--- config.mk ---
export PLATFORM = sky130hd
export DESIGN_NAME = decode_stage_flat
export DESIGN_NICKNAME = d
export VERILOG_FILES = /design/src/source/riscv_pkg.sv /design/src/source/pipe_if.sv /design/src/source/decode_stage.sv /design/src/flat_wrapper.sv
export VERILOG_INCLUDE_DIRS = /design/src /design/src/source
export SDC_FILE = /design/constraint.sdc
export NUM_CORES = 1
export LEC_CHECK = 0
export ABC_AREA = 0
export BUFFER_PORTS_ARGS = -buffer_cell sky130_fd_sc_hd__buf_2
export CORE_AREA = 2 2 116 118
export CTS_CLUSTER_SIZE = 14
export DETAILED_ROUTE_END_ITERATION = 10
export DIE_AREA = 0 0 118 120
export GPL_ROUTABILITY_DRIVEN = 0
export HOLD_SLACK_MARGIN = 0.15
export PLACE_DENSITY = 0.62
export SETUP_SLACK_MARGIN = 0.4
export SLEW_MARGIN = 20
export SYNTH_ARGS = -nofsm -noshare
export SYNTH_HDL_FRONTEND = slang
export SYNTH_SLANG_ARGS = --single-unit
export TNS_END_PERCENT = 50
--- constraint.sdc ---
create_clock -name clk -period 0.8 [get_ports clk]
set_clock_uncertainty 0.05 [all_clocks]
set_input_delay 0.08 -clock clk [delete_from_list [all_inputs] [get_ports clk]]
set_output_delay 0.08 -clock clk [all_outputs]
set_load 0.1 [all_outputs]
--- src/source/riscv_macros.svh ---
`ifndef RISCV_MACROS_SVH
`define RISCV_MACROS_SVH

// Data and instruction width
`define XLEN 32

// Word address width of the instruction and data memories
`define IMEM_AWIDTH 10

// First fetch address after reset or while idle
`define RESET_PC 32'h0000_0000

// CSR written by CSRRW and shown on the csr port
`define CSR_TOHOST 12'h51E

`define NUM_REGS 32

`endif

--- src/source/riscv_pkg.sv ---
`include "riscv_macros.svh"

package riscv_pkg;

  typedef logic [`XLEN-1:0] word_t;
  typedef logic [`XLEN-1:0] inst_t;
  typedef logic [`XLEN-1:0] pc_t;       // Byte address
  typedef logic [4:0] reg_addr_t;
  typedef logic [`IMEM_AWIDTH-1:0] imem_addr_t;  // Word address

  // ALU operations, PASS_B forwards the second operand (LUI)
  typedef enum logic [3:0] {
    ADD,
    SUB,
    AND,
    OR,
    XOR,
    SLL,
    SRL,
    SRA,
    SLT,
    SLTU,
    PASS_B
  } alu_op_e;

  typedef enum logic [1:0] {
    WB_ALU,
    WB_MEM,
    WB_PC4
  } wb_sel_e;

  typedef enum logic [1:0] {
    BR_NONE,
    BR_EQ,
    BR_NE,
    BR_JAL
  } br_kind_e;

endpackage

--- src/source/pipe_if.sv ---
`timescale 1ns/1ns

// Decoded instruction bundle held in the ID/EX register
interface pipe_if;
  import riscv_pkg::*;

  logic      valid;
  pc_t       pc;
  word_t     rs1_data;
  word_t     rs2_data;
  reg_addr_t rs1_addr;
  reg_addr_t rs2_addr;
  reg_addr_t rd_addr;
  word_t     imm;
  alu_op_e   alu_op;
  logic      b_is_imm;   // ALU operand b is imm instead of rs2
  logic      mem_read;
  logic      mem_write;
  wb_sel_e   wb_sel;
  logic      reg_we;
  br_kind_e  br_kind;
  logic      csr_we;

  modport src(
    output valid, pc, rs1_data, rs2_data, rs1_addr, rs2_addr, rd_addr, imm,
           alu_op, b_is_imm, mem_read, mem_write, wb_sel, reg_we, br_kind, csr_we
  );

  modport dst(
    input valid, pc, rs1_data, rs2_data, rs1_addr, rs2_addr, rd_addr, imm,
          alu_op, b_is_imm, mem_read, mem_write, wb_sel, reg_we, br_kind, csr_we
  );

endinterface

--- src/source/decode_stage.sv ---
`timescale 1ns/1ns

`include "riscv_macros.svh"

module decode_stage (
  input  logic                  clk,
  input  logic                  arst_n,
  input  logic                  run,
  input  logic                  redirect,
  input  riscv_pkg::inst_t      fetch_inst,
  input  riscv_pkg::pc_t        fetch_pc,
  input  riscv_pkg::word_t      rs1_data,
  input  riscv_pkg::word_t      rs2_data,
  output riscv_pkg::reg_addr_t  rs1_addr,
  output riscv_pkg::reg_addr_t  rs2_addr,
  pipe_if.src                   ex
);
  import riscv_pkg::*;

  localparam logic [6:0] OPC_OP     = 7'b0110011;
  localparam logic [6:0] OPC_OP_IMM = 7'b0010011;
  localparam logic [6:0] OPC_LUI    = 7'b0110111;
  localparam logic [6:0] OPC_LOAD   = 7'b0000011;
  localparam logic [6:0] OPC_STORE  = 7'b0100011;
  localparam logic [6:0] OPC_BRANCH = 7'b1100011;
  localparam logic [6:0] OPC_JAL    = 7'b1101111;
  localparam logic [6:0] OPC_SYSTEM = 7'b1110011;

  logic [6:0] opcode;
  logic [2:0] funct3;
  logic [6:0] funct7;
  reg_addr_t  rd_addr;
  word_t      imm_i, imm_s, imm_b, imm_j, imm_u;

  logic     legal;
  logic     alt_ok;     // funct7 allowed for this funct3
  alu_op_e  dec_alu_op;
  word_t    dec_imm;
  logic     dec_b_is_imm;
  logic     dec_mem_read, dec_mem_write;
  wb_sel_e  dec_wb_sel;
  logic     dec_reg_we;
  br_kind_e dec_br_kind;
  logic     dec_csr_we;

  assign opcode   = fetch_inst[6:0];
  assign funct3   = fetch_inst[14:12];
  assign funct7   = fetch_inst[31:25];
  assign rd_addr  = fetch_inst[11:7];
  assign rs1_addr = fetch_inst[19:15];
  assign rs2_addr = fetch_inst[24:20];

  assign imm_i = {{20{fetch_inst[31]}}, fetch_inst[31:20]};
  assign imm_s = {{20{fetch_inst[31]}}, fetch_inst[31:25], fetch_inst[11:7]};
  assign imm_b = {{19{fetch_inst[31]}}, fetch_inst[31], fetch_inst[7],
                  fetch_inst[30:25], fetch_inst[11:8], 1'b0};
  assign imm_j = {{11{fetch_inst[31]}}, fetch_inst[31], fetch_inst[19:12],
                  fetch_inst[20], fetch_inst[30:21], 1'b0};
  assign imm_u = {fetch_inst[31:12], 12'b0};

  // Only SUB and SRA/SRAI take the alternate funct7
  assign alt_ok = (funct7 == 7'b0000000) ||
                  (funct7 == 7'b0100000 && (funct3 == 3'b101 ||
                   (funct3 == 3'b000 && opcode == OPC_OP)));

  always_comb begin
    legal         = 1'b0;
    dec_alu_op    = ADD;
    dec_imm       = imm_i;
    dec_b_is_imm  = 1'b0;
    dec_mem_read  = 1'b0;
    dec_mem_write = 1'b0;
    dec_wb_sel    = WB_ALU;
    dec_reg_we    = 1'b0;
    dec_br_kind   = BR_NONE;
    dec_csr_we    = 1'b0;

    // Shared ALU function for register and immediate forms
    case (funct3)
      3'b000:  dec_alu_op = (opcode == OPC_OP && funct7[5]) ? SUB : ADD;
      3'b001:  dec_alu_op = SLL;
      3'b010:  dec_alu_op = SLT;
      3'b011:  dec_alu_op = SLTU;
      3'b100:  dec_alu_op = XOR;
      3'b101:  dec_alu_op = funct7[5] ? SRA : SRL;
      3'b110:  dec_alu_op = OR;
      default: dec_alu_op = AND;
    endcase

    case (opcode)
      OPC_OP: begin
        legal      = alt_ok;
        dec_reg_we = 1'b1;
      end
      OPC_OP_IMM: begin
        legal        = (funct3 == 3'b001 || funct3 == 3'b101) ? alt_ok : 1'b1;
        dec_b_is_imm = 1'b1;
        dec_reg_we   = 1'b1;
      end
      OPC_LUI: begin
        legal        = 1'b1;
        dec_alu_op   = PASS_B;
        dec_imm      = imm_u;
        dec_b_is_imm = 1'b1;
        dec_reg_we   = 1'b1;
      end
      OPC_LOAD: begin
        legal        = (funct3 == 3'b010);  // LW only
        dec_alu_op   = ADD;
        dec_b_is_imm = 1'b1;
        dec_mem_read = 1'b1;
        dec_wb_sel   = WB_MEM;
        dec_reg_we   = 1'b1;
      end
      OPC_STORE: begin
        legal         = (funct3 == 3'b010);  // SW only
        dec_alu_op    = ADD;
        dec_imm       = imm_s;
        dec_b_is_imm  = 1'b1;
        dec_mem_write = 1'b1;
      end
      OPC_BRANCH: begin
        legal       = (funct3 == 3'b000 || funct3 == 3'b001);
        dec_imm     = imm_b;
        dec_br_kind = funct3[0] ? BR_NE : BR_EQ;
      end
      OPC_JAL: begin
        legal       = 1'b1;
        dec_imm     = imm_j;
        dec_wb_sel  = WB_PC4;
        dec_reg_we  = 1'b1;
        dec_br_kind = BR_JAL;
      end
      OPC_SYSTEM: begin
        // CSRRW to the tohost CSR, old value goes to rd
        legal      = (funct3 == 3'b001) && (fetch_inst[31:20] == `CSR_TOHOST);
        dec_reg_we = 1'b1;
        dec_csr_we = 1'b1;
      end
      default: legal = 1'b0;
    endcase

    if (rd_addr == '0)
      dec_reg_we = 1'b0;
  end

  // ID/EX register, control part
  always_ff @(posedge clk or negedge arst_n) begin
    if (!arst_n) begin
      ex.valid     <= 1'b0;
      ex.reg_we    <= 1'b0;
      ex.mem_read  <= 1'b0;
      ex.mem_write <= 1'b0;
      ex.csr_we    <= 1'b0;
      ex.br_kind   <= BR_NONE;
      ex.wb_sel    <= WB_ALU;
    end else begin
      ex.valid     <= legal & run & ~redirect;  // Kill wrong path and idle words
      ex.reg_we    <= dec_reg_we;
      ex.mem_read  <= dec_mem_read;
      ex.mem_write <= dec_mem_write;
      ex.csr_we    <= dec_csr_we;
      ex.br_kind   <= dec_br_kind;
      ex.wb_sel    <= dec_wb_sel;
    end
  end

  always_ff @(posedge clk) begin
    ex.pc       <= fetch_pc;
    ex.rs1_data <= rs1_data;
    ex.rs2_data <= rs2_data;
    ex.rs1_addr <= rs1_addr;
    ex.rs2_addr <= rs2_addr;
    ex.rd_addr  <= rd_addr;
    ex.imm      <= dec_imm;
    ex.alu_op   <= dec_alu_op;
    ex.b_is_imm <= dec_b_is_imm;
  end

endmodule

--- src/flat_wrapper.sv ---
// flat-port wrapper written by rule: the top's interface ports become plain ports
module decode_stage_flat import riscv_pkg::*;
  (clk, arst_n, run, redirect, fetch_inst, fetch_pc, rs1_data, rs2_data, rs1_addr, rs2_addr, ex_valid, ex_pc, ex_rs1_data, ex_rs2_data, ex_rs1_addr, ex_rs2_addr, ex_rd_addr, ex_imm, ex_alu_op, ex_b_is_imm, ex_mem_read, ex_mem_write, ex_wb_sel, ex_reg_we, ex_br_kind, ex_csr_we);
  pipe_if ex_i ();
  input  logic clk;
  input  logic arst_n;
  input  logic run;
  input  logic redirect;
  input  riscv_pkg::inst_t fetch_inst;
  input  riscv_pkg::pc_t fetch_pc;
  input  riscv_pkg::word_t rs1_data;
  input  riscv_pkg::word_t rs2_data;
  output riscv_pkg::reg_addr_t rs1_addr;
  output riscv_pkg::reg_addr_t rs2_addr;
  output wire logic [$bits(ex_i.valid)-1:0] ex_valid;
  output wire logic [$bits(ex_i.pc)-1:0] ex_pc;
  output wire logic [$bits(ex_i.rs1_data)-1:0] ex_rs1_data;
  output wire logic [$bits(ex_i.rs2_data)-1:0] ex_rs2_data;
  output wire logic [$bits(ex_i.rs1_addr)-1:0] ex_rs1_addr;
  output wire logic [$bits(ex_i.rs2_addr)-1:0] ex_rs2_addr;
  output wire logic [$bits(ex_i.rd_addr)-1:0] ex_rd_addr;
  output wire logic [$bits(ex_i.imm)-1:0] ex_imm;
  output wire logic [$bits(ex_i.alu_op)-1:0] ex_alu_op;
  output wire logic [$bits(ex_i.b_is_imm)-1:0] ex_b_is_imm;
  output wire logic [$bits(ex_i.mem_read)-1:0] ex_mem_read;
  output wire logic [$bits(ex_i.mem_write)-1:0] ex_mem_write;
  output wire logic [$bits(ex_i.wb_sel)-1:0] ex_wb_sel;
  output wire logic [$bits(ex_i.reg_we)-1:0] ex_reg_we;
  output wire logic [$bits(ex_i.br_kind)-1:0] ex_br_kind;
  output wire logic [$bits(ex_i.csr_we)-1:0] ex_csr_we;
  assign ex_valid = ex_i.valid;
  assign ex_pc = ex_i.pc;
  assign ex_rs1_data = ex_i.rs1_data;
  assign ex_rs2_data = ex_i.rs2_data;
  assign ex_rs1_addr = ex_i.rs1_addr;
  assign ex_rs2_addr = ex_i.rs2_addr;
  assign ex_rd_addr = ex_i.rd_addr;
  assign ex_imm = ex_i.imm;
  assign ex_alu_op = ex_i.alu_op;
  assign ex_b_is_imm = ex_i.b_is_imm;
  assign ex_mem_read = ex_i.mem_read;
  assign ex_mem_write = ex_i.mem_write;
  assign ex_wb_sel = ex_i.wb_sel;
  assign ex_reg_we = ex_i.reg_we;
  assign ex_br_kind = ex_i.br_kind;
  assign ex_csr_we = ex_i.csr_we;
  decode_stage u_core (.clk(clk), .arst_n(arst_n), .run(run), .redirect(redirect), .fetch_inst(fetch_inst), .fetch_pc(fetch_pc), .rs1_data(rs1_data), .rs2_data(rs2_data), .rs1_addr(rs1_addr), .rs2_addr(rs2_addr), .ex(ex_i));
endmodule
---- Word-level counts from Yosys, hierarchy flattened ----
Index checks and enable logic that the tools add are counted.
W data, S select, Z words.
word-level totals
  register bits after elaboration ......... 157
  latch bits .............................. 0
  memory bits (writable) .................. 0
  bits in read-only memories .............. 0
  output and inout bits ................... 167
  word-level logic and storage cells ...... 66
  memories kept ........................... 0
cells by class
  add/sub/neg operators ................... 0
  $mul .................................... 0
  div/mod/pow operators ................... 0
  magnitude comparators ................... 0
  eq/ne operators ......................... 16
  shifts and indexed selects .............. 0
  multiplexer cells ....................... 16
  bitwise logic cells ..................... 3
  reduce and logical (&&, ||, !) cells .... 15
operators by type and width
  kind                    number
  $pmux W31 S4            1
  $eq A7 B6 Y1 const B    4
  $pmux W4 S7             1
  $eq A7 B7 Y1 const B    3
  $eq A12 B11 Y1 const B  1
  $eq A3 B3 Y1 const B    3
  $mux W1                 9
  $pmux W2 S2             2
  $pmux W4 S2             1
  $eq A7 B2 Y1 const B    1
  $eq A7 B5 Y1 const B    1
  $logic_not A7 Y1        1
  $eq A3 B2 Y1 const B    2
  $pmux W1 S6             1
  $reduce_or A6 Y1        1
  $logic_not A5 Y1        1
  $logic_and A1 B1 Y1     4
  $logic_or A1 B1 Y1      4
  $reduce_or A2 Y1        2
  $reduce_or A4 Y1        1
  $eq A3 B1 Y1 const B    1
  $logic_not A3 Y1        1
  $and A1 B1 Y1           2
  $mux W2                 1
  $not A1 Y1              1

---- Logic depth before layout (Yosys ltp) ----
Gate-level depths: netlist of the first run.
  depth in word-level cells ............... 9
  depth in mapped cells ................... 6
  gate-level depth less buffers ........... 5

---- Least setup slack after synthesis of the first run ----
Ideal clock, no wire load.
  kind .................................... register -> output
  from .................................... reg u_core.ex.wb_sel[0] (netlist name)
  to ...................................... out ex_wb_sel[0]
  data arrival time ....................... 1324 ps
  required time ........................... 670 ps
  slack ................................... -654 ps
  cell stages (with the launch flop) ...... 2
  buffers on the path ..................... 1
  path through ............................ dfrtp_1 buf_4
RTL lines
  what                    line                 text
  from (decl)             pipe_if.sv:26        alu_op, b_is_imm, mem_read, mem_write, wb_sel, reg_we, br_kind, csr_we
  from (signal assigned)  decode_stage.sv:164  ex.wb_sel <= dec_wb_sel;
  to (decl)               flat_wrapper.sv:27   output wire logic [$bits(ex_i.wb_sel)-1:0] ex_wb_sel;
No word-level cell between the ends.

---- Worst setup path in the final report of the first run ----
  from .................................... reg u_core.ex.wb_sel[0] (netlist name)
  to ...................................... out ex_wb_sel[0]
No word-level cell between the ends.

==> results.txt, run 1 <==
Result of the run: finished, violations left
Violated checks: negative hold slack, negative setup slack
CP top delay family: flip-flops
Delay of the slowest cell on the worst path: 0.44 ns
Type of the worst min-delay path: input pin to async pin
Number of hold violations in the final report: 152
Type of the setup path with the least slack: flip-flop to primary output
Final period utilization: 1.46
Final routed DRC violation total: 0
H-tree lvl count: 4
Final count of negative-setup-slack endpoints: 173
Most used routing layer in global routing: met2
Die Area: 14200 um2
Met3 track demand over resource in global routing: 0.0984
Met2 Use GR: 0.408
Library cell occupying the most area in the post-synthesis netlist: sky130_fd_sc_hd__dfxtp_1
Starting utilization of the core area: 0.301
Switching part of the total power: 0.338
Top_reg_cell synth: sky130_fd_sc_hd__dfxtp_1
Internal portion of total power: 0.0150 W
Commonest cells after routing, fill and taps aside: sky130_fd_sc_hd__buf_12 (167), sky130_fd_sc_hd__buf_2 (119), sky130_fd_sc_hd__dfxtp_2 (80)
Height of the die: 120 um
Post-layout worst setup margin: -0.369 ns
Commonest non-fill, non-tap cell in the layout: sky130_fd_sc_hd__buf_12
Maximum number of pins on one net before global-route repair: 22
Clock sink count: 156
Number of optimization iterations in the first detailed-route pass: 4
Std cell rows: 42
Number of buffer cells added on primary ports: 298
Total clock buffers created by CTS: 17
GRT overflow: 0
Number of top-level design ports: 299
Buffer type at the clock tree root: sky130_fd_sc_hd__clkbuf_16
Count of buffering cells on the critical path with inverters included: 1
Aggregate routed wire length: 16300 um
Yosys reg bits: 156
Area of the core: 13000 um2
Total leakage power: 4.33 nW
Peak ir drop on the vdd network: 1.35 mV
Syn Std Cell Area: 3910 um2
Post-synthesis net count: 408
Max Clock Freq: 0.856 GHz
Mean routed wirelength per cell: 20.2 um
Hold Worst Slack: -0.544 ns
Distinct cell type count after synthesis: 33
Vias after detailed routing: 3493
Net count reported at finish: 742
Dpl cells: 767
Kind of start point of the critical path: flip-flop
Post-synthesis average cell area: 14.2 um2
Post-synthesis async set-or-reset flop share: 0.0513
Cells traversed along the worst timing path: buf_12
Cell Pwr Density: 2380 nW/um2
Number of antenna violations at the first check in global routing: 6
Count of mapped cells out of synthesis: 276
Combinational cell fraction of total power: 0.263
Worst setup EP type: primary output
Setup TNS Final: -44.80 ns
Share of cells above drive strength 1: 0.857
Fillcell total: 803
Data required time at the worst endpoint: 0.67 ns
Wire length of the first global-routing pass: 23200 um
Final Max Tran Viols: 0
Post-DR vias/cell: 4.33
DP HPWL: 12300 um
Via count of the first global-routing pass: 3694
Switch Pwr: 0.00765 W
Detailed router's first-iteration violation count: 142
Area growth from synthesis to final layout: 143%
Max-cap check violation count: 0
Final cell count without fillers: 807
Overall fraction of global-route tracks in use: 0.226
Period minus WS final: 1.17 ns
RSZ-0062 raised after global routing: yes
Post-synth top area share: 0.758
Met1 routing resource usage after global routing: 0.220
Die Width: 118 um
Sequential area share after synthesis: 0.809
Setup slack after placement: -0.730 ns
Slew at the pin closest to its max-slew limit: 0.499 ns
CTS Buffer Depth: 2
EDFF count, synth: 0
Slowest stage cell, crit path: sky130_fd_sc_hd__dfrtp_2
Leading post-synthesis cells by cell area: sky130_fd_sc_hd__dfxtp_1 (76%), sky130_fd_sc_hd__dfrtp_1 (5.1%), sky130_fd_sc_hd__a21o_1 (3.8%)
Worst-case headroom to the max-slew limit: 0.666
Portion of total power attributed to the clock network: 0.361
Number of warning messages in the yosys log: 0
Post-DRT Antenna Nets: 0
Clock slew at the register clock pins of the worst setup and hold paths: 0.06 ns
Crit path arrival time: 1.04 ns
CTS tree: done
Crit-path max FO: 2
Critical path launch point: u_core.ex.wb_sel[0]$_DFF_PN0_
Share of total power in sequential cells: 0.376
power groups by stage:
stage / sequential (W) / clock, W / combinational (W)
detailed placement: 0.00863 / 0 / 0.00582
CTS: 0.00851 / 0.00829 / 0.00593
floorplan: 0.0114 / 0 / 0.000426
global route: 0.00855 / 0.00874 / 0.00606
global placement: 0.00861 / 0 / 0.00576
finish: 0.00851 / 0.00816 / 0.00594
sequential cells by signal, summed over array words and instances, names as in the netlist, 2 cells and up:
name / count
u_core.ex.rs2_data: 32
u_core.ex.rs1_addr: 5
u_core.ex.imm: 32
u_core.ex.br_kind: 2
u_core.ex.rs2_addr: 5
u_core.ex.alu_op: 4
u_core.ex.rs1_data: 32
u_core.ex.rd_addr: 5
u_core.ex.wb_sel: 2
u_core.ex.pc: 32
Yosys cell counts, drive strengths merged, types with 3 or more instances:
cell type and instances:
nor2 10, inv 3, a21oi 6, nor3 7
o22ai 3, nand2 7, buf 14, dfxtp 148
o31ai 3, nand3 5, nor2b 8, clkbuf 7
nor4 3, nand2b 3, dfrtp 8, a22o 4
a21o 20
cell type report:
| class | count | area, um2 | share of cell area |
|---|---|---|---|
| Inverter | 3 | 11.3 | 0.00118 |
| Clock buffer | 19 | 464 | 0.0488 |
| Timing Repair Buffer | 336 | 4420 | 0.465 |
| Sequential cell | 156 | 3520 | 0.370 |
| Antenna cell | 8 | 20.0 | 0.00210 |
| Multi-Input combinational cell | 96 | 712 | 0.0749 |
| Clock inverter | 13 | 140 | 0.0147 |
| Tap cell | 176 | 220 | 0.0232 |
metal layers:
metal  part of all wire  wire, um
met4              0.029       471
met5                  0         0
met1               0.32      5270
met2               0.56      9130
met3              0.089      1450
logic make-up (layout without fill, tap and decap cells):
logic type | count (synthesis) | after routing | synth area share
buffers and inverters | 24 | 371 | 0.0346
AOI/OAI and AO/OA | 43 | 43 | 0.0784
and+or+nand+nor | 53 | 53 | 0.0778
other | 0 | 8 | 0
DFF | 156 | 156 | 0.809
metrics by stage:
stage                     instance area [um2]  hold WS, ns   util  power, W
after floorplan                          4200       -0.266      -    0.0118
after global placement                   8560       -0.105  0.659    0.0144
after detailed placement                 8560       -0.107  0.659    0.0145
after CTS                                9450       -0.562  0.728    0.0227
after global routing                     9500       -0.556  0.732    0.0233
final                                    9510       -0.544  0.733    0.0226
final timing paths:
| kind | slack [ns] | cells after the start | to |
|---|---|---|---|
| min in group clk | -0.30 | 1 | u_core.ex.pc[28]$_DFF_P_ |
| max | -0.37 | 1 | ex_wb_sel[0] |
| min | -0.54 | 1 | u_core.ex.csr_we$_DFF_PN0_ |
| max in group asynchronous | 1.05 | 1 | u_core.ex.wb_sel[0]$_DFF_PN0_ |
what timing repair did:
action,in CTS,in global routing
pin swaps,5,4
hold endpoints to repair,163,162
gates resized for setup,124,8
endpoints found under the setup margin,211,211
buffers inserted,0,0
Power figures use the tool's default switching activity.
==> run 2, diff against run 1 <==
- SKIP_CTS_REPAIR_TIMING: unset -> 1
- SKIP_LAST_GASP: unset -> 1
==> results.txt, run 2 (same netlist as run 1, synthesis figures left out) <==
Result of the run: finished, violations left
Violated checks: negative hold slack, negative setup slack
Final period utilization: 1.46 (about the same)
Period minus WS final: 1.17 ns (-0.000210 ns)
Slew at the pin closest to its max-slew limit: 0.573 ns (+0.0743 ns)
Aggregate routed wire length: 15700 um (-3.6%)
Max Clock Freq: 0.856 GHz (about the same)
Kind of start point of the critical path: flip-flop
Clock sink count: 156 (unchanged)
Slowest stage cell, crit path: sky130_fd_sc_hd__dfrtp_2
Final Max Tran Viols: 0 (unchanged)
Height of the die: 120 um (unchanged)
Count of buffering cells on the critical path with inverters included: 1 (unchanged)
Cell Pwr Density: 2410 nW/um2 (+1.4%)
Peak ir drop on the vdd network: 1.42 mV (+4.5%)
Worst-case headroom to the max-slew limit: 0.617 (-0.0488)
Most used routing layer in global routing: met2
DP HPWL: 12300 um (unchanged)
Endpoint of the worst setup timing path: ex_wb_sel[0]
Mean routed wirelength per cell: 19.5 um (-3.7%)
Commonest cells after routing, fill and taps aside: sky130_fd_sc_hd__buf_12 (167), sky130_fd_sc_hd__buf_2 (130), sky130_fd_sc_hd__dfxtp_2 (81)
Crit-path max FO: 2 (unchanged)
Type of the setup path with the least slack: flip-flop to primary output
Die Width: 118 um (unchanged)
Overall power of the completed layout: 0.0225 W (-0.40%)
Post-DRT Antenna Nets: 0 (unchanged)
Area of the core: 13000 um2 (unchanged)
Crit path arrival time: 1.04 ns (about the same)
Number of hold violations in the final report: 152 (unchanged)
Met3 track demand over resource in global routing: 0.0941 (-0.00428)
Share of cells above drive strength 1: 0.848 (-0.00939)
Hold Worst Slack: -0.547 ns (-0.00367 ns)
Total leakage power: 4.28 nW (-1.2%)
Total clock buffers created by CTS: 17 (unchanged)
CP top delay family: flip-flops
Met1 routing resource usage after global routing: 0.212 (-0.00791)
Vias after detailed routing: 3431 (-1.8%)
Number of antenna violations at the first check in global routing: 7 (+1)
Dpl cell area: 8560 um2 (unchanged)
CTS tree: done
Delay of the slowest cell on the worst path: 0.44 ns (about the same)
H-tree lvl count: 4 (unchanged)
CTS Buffer Depth: 2 (unchanged)
Post-DR vias/cell: 4.25 (-1.9%)
Detailed router's first-iteration violation count: 142 (unchanged)
Final count of negative-setup-slack endpoints: 192 (+11%)
Data required time at the worst endpoint: 0.67 ns (about the same)
Buffer type at the clock tree root: sky130_fd_sc_hd__clkbuf_16
GRT overflow: 0 (unchanged)
Number of buffer cells added on primary ports: 298 (unchanged)
Via count of the first global-routing pass: 3600 (-2.5%)
RSZ-0062 raised after global routing: yes
Met2 Use GR: 0.386 (-0.0229)
Die Area: 14200 um2 (unchanged)
Wire length of the first global-routing pass: 22100 um (-4.8%)
Number of optimization iterations in the first detailed-route pass: 4 (unchanged)
Overall fraction of global-route tracks in use: 0.215 (-0.0106)
Critical path launch point: u_core.ex.wb_sel[0]$_DFF_PN0_
Std cell rows: 42 (unchanged)
Cells traversed along the worst timing path: buf_12
Post-layout worst setup margin: -0.368 ns (+0.000210 ns)
Net count reported at finish: 743 (+0.13%)
Starting utilization of the core area: 0.301 (unchanged)
Final routed DRC violation total: 0 (unchanged)
Type of the worst min-delay path: input pin to async pin
Number of top-level design ports: 299 (unchanged)
Max-cap check violation count: 0 (unchanged)
Maximum number of pins on one net before global-route repair: 22 (unchanged)
Worst setup EP type: primary output
Commonest non-fill, non-tap cell in the layout: sky130_fd_sc_hd__buf_12
Area growth from synthesis to final layout: 139%
Levels on crit path: 1 (unchanged)
Cell area after layout: 9340 um2 (-1.8%)
Clock slew at the register clock pins of the worst setup and hold paths: 0.06 ns (about the same)
run 2: per-layer routing:
| layer | vias to the layer above | wire length (um) |
|---|---|---|
| li1 | 1606 | - |
| met3 | 28 | 1320 |
| met4 | 0 | 457 |
| met1 | 1612 | 5290 |
| met2 | 185 | 8680 |
| met5 | - | 0 |
run 2: area by class of cell:
cell class / instances / area, um2
antenna: 8 / 20.0
clock buffer: 19 / 464
clock inverter: 13 / 140
fill: 820 / 3640
inverter: 3 / 11.3
multi-input combinational: 96 / 652
sequential: 156 / 3520
tap: 176 / 220
timing repair buffer: 337 / 4310
run 2: power breakdown:
part / internal, W / switching, W
combinational: 0.00207 / 0.00378
sequential: 0.00815 / 0.000357
clock: 0.00469 / 0.00348
run 2: worst min path at each step:
stage	slack [ns]	to
floorplan	-0.27	u_core.ex.br_kind[0]$_DFF_PN0_
global placement	-0.11	u_core.ex.csr_we$_DFF_PN0_
detailed placement	-0.11	u_core.ex.csr_we$_DFF_PN0_
CTS	-0.56	u_core.ex.csr_we$_DFF_PN0_
global route	-0.56	u_core.ex.csr_we$_DFF_PN0_
finish	-0.55	u_core.ex.csr_we$_DFF_PN0_
run 2: stage by stage:
step / cells / setup slack, ns / TNS (ns) / util
6_report: 808 / -0.368 / -47.00 / 0.719
5_1_grt: 807 / -0.404 / -54.35 / 0.719
4_1_cts: 799 / -0.392 / -52.95 / 0.706
3_5_place_dp: 767 / -0.730 / -23.32 / 0.659
3_3_place_gp: 767 / -0.666 / -21.74 / 0.659
2_1_floorplan: 276 / -0.502 / -33.38 / -
